<file path="src/logic/jpeg_out_defines.svh">
`ifndef JPEG_OUT_DEFINES_SVH
`define JPEG_OUT_DEFINES_SVH

// width of a packed output word
`define JO_WORD_W 32

// codeword length field, wide enough to hold 0 to 32
`define JO_CODE_LEN_W 6

// width of one output byte
`define JO_BYTE_W 8

// words the splitter can hold
`define JO_WORD_FIFO_DEPTH 4

// bytes the stuffer can hold
`define JO_BYTE_FIFO_DEPTH 8

// cycles after frame end before frame-active drops
// must exceed the worst case time for the last word to leave the stuffer
`define JO_DRAIN_CYCLES 256

`endif

</file>
<file path="src/logic/jpeg_out_pkg.sv">
`default_nettype none

`include "jpeg_out_defines.svh"

package jpeg_out_pkg;

    // one entropy coded codeword
    // only the low len bits of bits are meaningful, the highest of those goes out first
    typedef struct packed {
        logic [`JO_CODE_LEN_W-1:0] len;
        logic [`JO_WORD_W-1:0]     bits;
    } code_t;

    // a packed output word, bit 31 holds the oldest bit
    typedef logic [`JO_WORD_W-1:0] word_t;

    // end of frame sequence
    // idle passes codes through, flush pads with ones, clear empties the packer
    typedef enum logic [1:0] {
        st_idle  = 2'd0,
        st_flush = 2'd1,
        st_clear = 2'd2
    } flush_state_t;

endpackage

`default_nettype wire

</file>
<file path="src/logic/bit_packer.sv">
`timescale 1ns/1ns
`default_nettype none

`include "jpeg_out_defines.svh"

// accumulates variable length codewords and emits them as 32-bit words
module bit_packer (
    input  logic                clock,
    input  logic                nreset,
    input  logic                clear_i,
    input  logic                code_valid_i,
    input  jpeg_out_pkg::code_t code_i,
    output logic                word_valid_o,
    output jpeg_out_pkg::word_t word_o
);
    localparam int word_w = `JO_WORD_W;
    // holds up to 31 leftover bits plus one full codeword
    localparam int acc_w  = 2 * `JO_WORD_W - 1;
    localparam int fill_w = $clog2(acc_w + 1);
    localparam logic [fill_w:0] full_fill = (fill_w + 1)'(word_w);

    // pending bits are kept left aligned, the oldest one sits in the top bit
    logic [acc_w-1:0]  acc_q;
    logic [fill_w-1:0] fill_q;

    logic [word_w-1:0] code_aligned;
    logic [acc_w-1:0]  merged;
    logic [fill_w:0]   fill_sum;
    logic [fill_w:0]   fill_left;
    logic              word_ready;

    //////////////////////////////
    // append logic
    //////////////////////////////

    always_comb begin
        // move the meaningful low bits up so the first bit to send lands in the top bit
        code_aligned = code_i.bits << (word_w - int'(code_i.len));
        // then slide the code down behind the bits already pending
        merged       = acc_q | ({code_aligned, {(acc_w - word_w){1'b0}}} >> fill_q);
        fill_sum     = {1'b0, fill_q} + (fill_w + 1)'(code_i.len);
        fill_left    = fill_sum - full_fill;
        word_ready   = code_valid_i && (fill_sum >= full_fill);
    end

    //////////////////////////////
    // pending bits and word out
    //////////////////////////////

    always_ff @(posedge clock) begin
        if (nreset) begin
            acc_q        <= '0;
            fill_q       <= '0;
            word_valid_o <= 1'b0;
        end else begin
            word_valid_o <= word_ready;
            if (clear_i) begin
                // end of frame, whatever is left over belongs to no word
                acc_q  <= '0;
                fill_q <= '0;
            end else if (word_ready) begin
                // the oldest 32 bits leave, the remainder moves up to the top
                acc_q  <= merged << word_w;
                fill_q <= fill_left[fill_w-1:0];
            end else if (code_valid_i) begin
                acc_q  <= merged;
                fill_q <= fill_sum[fill_w-1:0];
            end
        end
    end

    always_ff @(posedge clock) begin
        if (word_ready) begin
            word_o <= merged[acc_w-1 -: word_w];
        end
    end

endmodule

`default_nettype wire

</file>
<file path="src/logic/frame_end_ctrl.sv">
`timescale 1ns/1ns
`default_nettype none

`include "jpeg_out_defines.svh"

// end of frame handling
// pads the packer with ones, clears it, and holds frame-active until the pipeline has drained
module frame_end_ctrl (
    input  logic                clock,
    input  logic                nreset,
    input  logic                frame_done_i,
    input  logic                code_valid_i,
    input  jpeg_out_pkg::code_t code_i,
    input  logic                word_valid_i,
    output logic                pack_valid_o,
    output jpeg_out_pkg::code_t pack_code_o,
    output logic                packer_clear_o,
    output logic                frame_active_o
);
    import jpeg_out_pkg::*;

    localparam int drain_w = $clog2(`JO_DRAIN_CYCLES + 1);
    localparam logic [drain_w-1:0] drain_max = drain_w'(`JO_DRAIN_CYCLES);

    flush_state_t       state_q;
    flush_state_t       state_d;
    logic [drain_w-1:0] drain_cnt_q;
    logic               drain_done;

    assign drain_done = (drain_cnt_q == drain_max);

    //////////////////////////////
    // flush FSM
    //////////////////////////////

    always_comb begin
        state_d      = state_q;
        pack_valid_o = 1'b0;
        pack_code_o  = code_i;
        case (state_q)
            st_idle: begin
                pack_valid_o = code_valid_i;
                if (frame_done_i) begin
                    state_d = st_flush;
                end
            end
            st_flush: begin
                // a full word of ones completes any partial word
                pack_valid_o     = 1'b1;
                pack_code_o.len  = `JO_CODE_LEN_W'(`JO_WORD_W);
                pack_code_o.bits = '1;
                state_d          = st_clear;
            end
            st_clear: begin
                if (drain_done) begin
                    state_d = st_idle;
                end
            end
            default: begin
                state_d = st_idle;
            end
        endcase
    end

    always_ff @(posedge clock) begin
        if (nreset) begin
            state_q        <= st_idle;
            packer_clear_o <= 1'b0;
        end else begin
            state_q        <= state_d;
            // one cycle pulse on entry to clear, after the pad has gone in
            packer_clear_o <= (state_q == st_flush);
        end
    end

    //////////////////////////////
    // drain timer and frame flag
    //////////////////////////////

    always_ff @(posedge clock) begin
        if (nreset) begin
            drain_cnt_q    <= '0;
            frame_active_o <= 1'b0;
        end else begin
            if (state_q == st_idle) begin
                drain_cnt_q <= frame_done_i ? drain_w'(1) : '0;
            end else if (!drain_done) begin
                drain_cnt_q <= drain_cnt_q + drain_w'(1);
            end

            // any packed word means a frame is on its way out
            if (word_valid_i) begin
                frame_active_o <= 1'b1;
            end else if ((state_q == st_clear) && drain_done) begin
                frame_active_o <= 1'b0;
            end
        end
    end

endmodule

`default_nettype wire

</file>
<file path="src/logic/word_to_byte.sv">
`timescale 1ns/1ns
`default_nettype none

`include "jpeg_out_defines.svh"

// buffers packed words and sends them out one byte per cycle, most significant byte first
module word_to_byte (
    input  logic                  clock,
    input  logic                  nreset,
    input  logic                  word_valid_i,
    input  jpeg_out_pkg::word_t   word_i,
    output logic                  byte_valid_o,
    output logic [`JO_BYTE_W-1:0] byte_o
);
    import jpeg_out_pkg::*;

    localparam int depth     = `JO_WORD_FIFO_DEPTH;
    localparam int ptr_w     = $clog2(depth);
    localparam int cnt_w     = $clog2(depth + 1);
    localparam int bytes     = `JO_WORD_W / `JO_BYTE_W;
    localparam int idx_w     = $clog2(bytes);
    localparam logic [idx_w-1:0] last_idx = idx_w'(bytes - 1);
    localparam logic [ptr_w-1:0] last_ptr = ptr_w'(depth - 1);

    word_t             mem [depth];
    logic [ptr_w-1:0]  wr_ptr_q;
    logic [ptr_w-1:0]  rd_ptr_q;
    logic [cnt_w-1:0]  count_q;
    logic [idx_w-1:0]  idx_q;

    word_t             head_word;
    logic              pop;

    //////////////////////////////
    // byte select
    //////////////////////////////

    assign head_word    = mem[rd_ptr_q];
    assign byte_valid_o = (count_q != '0);
    assign byte_o       = head_word[(bytes - 1 - int'(idx_q)) * `JO_BYTE_W +: `JO_BYTE_W];

    // the head word leaves after its last byte has been sent
    assign pop = byte_valid_o && (idx_q == last_idx);

    //////////////////////////////
    // word FIFO
    //////////////////////////////

    always_ff @(posedge clock) begin
        if (word_valid_i) begin
            mem[wr_ptr_q] <= word_i;
        end
    end

    always_ff @(posedge clock) begin
        if (nreset) begin
            wr_ptr_q <= '0;
            rd_ptr_q <= '0;
            count_q  <= '0;
            idx_q    <= '0;
        end else begin
            if (word_valid_i) begin
                wr_ptr_q <= (wr_ptr_q == last_ptr) ? '0 : wr_ptr_q + ptr_w'(1);
            end
            if (byte_valid_o) begin
                idx_q <= pop ? '0 : idx_q + idx_w'(1);
            end
            if (pop) begin
                rd_ptr_q <= (rd_ptr_q == last_ptr) ? '0 : rd_ptr_q + ptr_w'(1);
            end
            if (word_valid_i && !pop) begin
                count_q <= count_q + cnt_w'(1);
            end else if (pop && !word_valid_i) begin
                count_q <= count_q - cnt_w'(1);
            end
        end
    end

endmodule

`default_nettype wire

</file>
<file path="src/logic/byte_stuffer.sv">
`timescale 1ns/1ns
`default_nettype none

`include "jpeg_out_defines.svh"

// JPEG byte stuffing, every 0xff on the output is followed by a 0x00
module byte_stuffer (
    input  logic                  clock,
    input  logic                  nreset,
    input  logic                  byte_valid_i,
    input  logic [`JO_BYTE_W-1:0] byte_i,
    output logic                  byte_valid_o,
    output logic [`JO_BYTE_W-1:0] byte_o
);
    localparam int depth = `JO_BYTE_FIFO_DEPTH;
    localparam int ptr_w = $clog2(depth);
    localparam int cnt_w = $clog2(depth + 1);
    localparam logic [ptr_w-1:0] last_ptr = ptr_w'(depth - 1);

    logic [`JO_BYTE_W-1:0] mem [depth];
    logic [ptr_w-1:0]      wr_ptr_q;
    logic [ptr_w-1:0]      rd_ptr_q;
    logic [cnt_w-1:0]      count_q;
    // set after an 0xff has left, the next output slot belongs to the 0x00
    logic                  stuff_q;

    logic                  pop;

    assign pop          = !stuff_q && (count_q != '0);
    assign byte_valid_o = stuff_q || (count_q != '0);
    assign byte_o       = stuff_q ? '0 : mem[rd_ptr_q];

    //////////////////////////////
    // byte FIFO
    //////////////////////////////

    always_ff @(posedge clock) begin
        if (byte_valid_i) begin
            mem[wr_ptr_q] <= byte_i;
        end
    end

    always_ff @(posedge clock) begin
        if (nreset) begin
            wr_ptr_q <= '0;
            rd_ptr_q <= '0;
            count_q  <= '0;
            stuff_q  <= 1'b0;
        end else begin
            if (byte_valid_i) begin
                wr_ptr_q <= (wr_ptr_q == last_ptr) ? '0 : wr_ptr_q + ptr_w'(1);
            end
            if (pop) begin
                rd_ptr_q <= (rd_ptr_q == last_ptr) ? '0 : rd_ptr_q + ptr_w'(1);
            end
            stuff_q <= pop && (mem[rd_ptr_q] == '1);
            if (byte_valid_i && !pop) begin
                count_q <= count_q + cnt_w'(1);
            end else if (pop && !byte_valid_i) begin
                count_q <= count_q - cnt_w'(1);
            end
        end
    end

endmodule

`default_nettype wire

</file>
<file path="src/logic/jpeg_stream_out.sv">
`timescale 1ns/1ns
`default_nettype none

`include "jpeg_out_defines.svh"

// output end of the compressor, codewords in and stuffed JPEG bytes out
module jpeg_stream_out (
    input  logic                  clock,
    input  logic                  nreset,
    input  logic                  code_valid_i,
    input  jpeg_out_pkg::code_t   code_i,
    input  logic                  frame_done_i,
    output logic                  byte_valid_o,
    output logic [`JO_BYTE_W-1:0] byte_o,
    output logic                  frame_active_o
);
    import jpeg_out_pkg::*;

    code_t                 pack_code;
    logic                  pack_valid;
    logic                  packer_clear;
    word_t                 word;
    logic                  word_valid;
    logic [`JO_BYTE_W-1:0] split_byte;
    logic                  split_valid;

    //////////////////////////////
    // pipeline
    //////////////////////////////

    frame_end_ctrl u_frame_end (
        .clock          (clock),
        .nreset         (nreset),
        .frame_done_i   (frame_done_i),
        .code_valid_i   (code_valid_i),
        .code_i         (code_i),
        .word_valid_i   (word_valid),
        .pack_valid_o   (pack_valid),
        .pack_code_o    (pack_code),
        .packer_clear_o (packer_clear),
        .frame_active_o (frame_active_o)
    );

    bit_packer u_packer (
        .clock        (clock),
        .nreset       (nreset),
        .clear_i      (packer_clear),
        .code_valid_i (pack_valid),
        .code_i       (pack_code),
        .word_valid_o (word_valid),
        .word_o       (word)
    );

    word_to_byte u_splitter (
        .clock        (clock),
        .nreset       (nreset),
        .word_valid_i (word_valid),
        .word_i       (word),
        .byte_valid_o (split_valid),
        .byte_o       (split_byte)
    );

    byte_stuffer u_stuffer (
        .clock        (clock),
        .nreset       (nreset),
        .byte_valid_i (split_valid),
        .byte_i       (split_byte),
        .byte_valid_o (byte_valid_o),
        .byte_o       (byte_o)
    );

endmodule

`default_nettype wire

</file>
<file path="config.mk">
export PLATFORM = sky130hd
export DESIGN_NAME = jpeg_stream_out
export DESIGN_NICKNAME = d
export VERILOG_FILES = /design/src/logic/jpeg_out_pkg.sv /design/src/logic/bit_packer.sv /design/src/logic/frame_end_ctrl.sv /design/src/logic/word_to_byte.sv /design/src/logic/byte_stuffer.sv /design/src/logic/jpeg_stream_out.sv
export VERILOG_INCLUDE_DIRS = /design/src /design/src/logic
export SDC_FILE = /design/constraint.sdc
export NUM_CORES = 1
export LEC_CHECK = 0
export BUFFER_PORTS_ARGS = -buffer_cell sky130_fd_sc_hd__buf_2
export CAP_MARGIN = 5
export CORE_UTILIZATION = 58
export CTS_CLUSTER_DIAMETER = 100
export CTS_CLUSTER_SIZE = 16
export DETAILED_ROUTE_END_ITERATION = 6
export GPL_TIMING_DRIVEN = 0
export HOLD_SLACK_MARGIN = 0.12
export PLACE_DENSITY = 0.75
export SLEW_MARGIN = 5
export SYNTH_ARGS = -nofsm -noshare
export SYNTH_HDL_FRONTEND = slang
export SYNTH_SLANG_ARGS = --single-unit
</file>
<file path="constraint.sdc">
create_clock -name clock -period 8.2 [get_ports clock]
set_clock_uncertainty 0.15 [all_clocks]
set_input_delay 1.23 -clock clock [delete_from_list [all_inputs] [get_ports clock]]
set_output_delay 1.23 -clock clock [all_outputs]
set_load 0.05 [all_outputs]
</file>
==> results.yml <==
drt:
  drt_iter0_drc: 2170
  dr.pass1.iters: 7
  vias: 15647
  routed_via_density: 7.22
  ant_nets: 0
  wl_um: 61900
  wl_per_cell_um: 28.6
  route.detailed.drc: 2
clock_network:
  htreeDepth: 1
  post_cts_buffers: 0
  cts_tree: "done"
  cts_sinks: 332
  cts_resized: 0
  clkTransAtPathRegs_ps: 80
  cts.hold.buffers_added: 0
  cts_buffer_depth: 3
  cts_buffers: 24
  clock_latency_ps: 530
  root_buffer: "clkbuf_16"
final_layout:
  antenna_cells: 0
  multi_input_area_um2: 9270
  layout_commonest_cell: "edfxtp_1"
  syn2layout_area_growth_pct: 8.22
  final_cell_mix: "edfxtp_1, nor2_1, nand2_1"
  fin_nets: 1815
  drive_above_1_share_pct: 16.0
  seq_area_um2: 8890
  finish.utilization_pct: 64.1
  nFillCells: 2465
placed_design:
  dp_hpwl_um: 45700
  gp_congestion: 1.04
  io_buffers: 49
worst_setup_path:
  critPathKind: "input pin to flip-flop"
  setup.worst_path.end_class: "flip-flop"
  slowest_stage: "a2111oi_1"
  cpLargestDelayFamily: "buffers and inverters"
  crit_path_max_incr_delay_ps: 960
  cp_cell_sequence: "buf_2, buf_4, buf_6, buf_4, buf_2, nand2_1, ha_1, buf_2, buf_2, buf_1, a211oi_1, nor3_1, o221ai_1, a2bb2oi_2, o22ai_1, or2_1, buf_2, nor2_1, a2111oi_1, inv_1"
  required_ps: 8300
  crit_top_cell: "buf_2"
  cp.arrival_ps: 7150
  cp_num_buf_inv: 10
  start_kind: "input pin"
  cp_max_fo: 10
synth:
  yosys_register_bits: 332
  synth-main-ff-cell: "edfxtp_1"
  synth_area_um2: 18800
  avgSynthCellArea_um2: 11.3
  synth_top_area_share_pct: 35.8
  yosys.area.top_type: "edfxtp_1"
  ys_types: 110
  synthesis.nets: 1735
  yosys_warnings: 0
  synth_edf_count: 224
  synth-async-reset-ratio_pct: 0
  synth_seq_area_share_pct: 47.3
  synthCells: 1667
  synth.area.top_cells: "edfxtp_1, dfxtp_1, mux4_2"
floorplanning:
  core_area_um2: 31700
  rows: 65
  die_h_um: 182
  fp.dieW_um: 182
  start_util_pct: 59.3
  die_area_um2: 33100
  io_pins: 52
sta:
  finalCriticalPeriod_ps: 7050
  worst_pin_slew_ps: 1430
  maxSlewHeadroom_pct: 4.76
  totalNegativeSetupSlack_ps: 0
  min_period_over_period_pct: 86.0
  finalMaxSlewViolations: 0
  timing.fmax_ghz: 0.142
  setup-violations-final: 0
  grt_setup_unrepaired: "no"
  hold_viol_final: 0
global_routing:
  grt_usage_pct: 37.5
  grt_max_degree: 37
  grt_pass1_wl_um: 93100
  antenna_found_initial: 0
  overflow: 0
  first_global_vias: 14973
status:
  outcome: "complete, but fails checks"
  failed_checks: "DRC"
hold_path:
  hp-class: "flip-flop to flip-flop"
pwr:
  ir_drop_uv: 255
  leakage_nw: 7.03
  p_total_mw: 5.13
  power.density_nw_per_um2: 252
job:
  drv_cap: 0
-- sequential cells by signal (all words and copies together) (netlist names), named ones only --
signal,flops
u_frame_end.drain_cnt_q,9
u_frame_end.frame_active_o,1
u_frame_end.packer_clear_o,1
u_frame_end.state_q,2
u_packer.acc_q,63
u_packer.fill_q,6
u_packer.word_o,32
u_packer.word_valid_o,1
u_splitter.count_q,3
u_splitter.idx_q,2
u_splitter.mem,128
u_splitter.rd_ptr_q,2
u_splitter.wr_ptr_q,2
u_stuffer.count_q,4
u_stuffer.mem,64
u_stuffer.rd_ptr_q,3
u_stuffer.stuff_q,1
u_stuffer.wr_ptr_q,3
-- synth_stat cells, drive strengths merged (26+ instances only) --
cell type	count
edfxtp	224
nor2	156
nand2	119
dfxtp	108
a21oi	88
mux4	74
o21ai	73
mux2i	72
clkbuf	63
buf	59
a211oi	50
nor3	43
nand3	28
and2	26
-- stage by stage --
step	setup WS [ps]	hold WS, ps	cells	cell area, um^2
final	1150	314	2166	20300
after global routing	1020	334	2166	20300
after CTS	1370	318	2165	20300
after detailed placement	842	300	2122	19600
after global placement	592	287	2118	19500
after floorplan	2500	276	1667	18800
-- final cells by class --
type                            instances  area share [%]
Timing Repair Buffer                   54            1.42
Clock inverter                          2           0.228
Sequential cell                       332            43.7
Inverter                               30           0.554
Multi-Input combinational cell       1183            45.6
Tap cell                              402            2.47
Buffer                                122            2.79
Clock buffer                           41            3.27
-- path summary, 6_finish.rpt --
path / cells after the start / startpoint / slack [ps] / endpoint
setup / recovery: 20 / code_i[32] / 1150 / u_packer.word_o[4]
hold / removal: 2 / u_packer.acc_q[1] / 310 / u_packer.acc_q[1]
setup reg to reg: 20 / u_frame_end.state_q[1] / 1300 / u_packer.word_o[4]
hold reg to reg: 2 / u_packer.acc_q[1] / 310 / u_packer.acc_q[1]
-- tightest hold or removal path, cell delays in order (launching register included) --
cell     delay, ps
dfxtp_1        330
nand2_1         40
o21ai_0         60
-- metal layers --
metal	vias up	GRT usage (%)	part of all wire [%]	wire [um]
met5	-	0	0	0
met4	0	12.9	3.8	2370
met3	205	8.30	11	6810
met2	1077	60.3	46	28400
met1	7634	50.4	39	24300
li1	6731	-	-	-
-- where the power goes --
part	total [mW]	switching [mW]	internal (mW)
Sequential	2.15	0.112	2.04
Clock	1.13	0.550	0.584
Combinational	1.85	1.24	0.607
Total	5.13	1.90	3.23
-- logic make-up after synthesis --
group	count (synthesis)	share of synthesized area [%]
compound gates	500	20.0
simple gates	471	12.3
flops	332	47.3
mux	171	14.3
buf+inv	152	3.61
fa+ha+maj	26	1.85
xor+xnor	15	0.739
(Power assumes the default switching activity.)
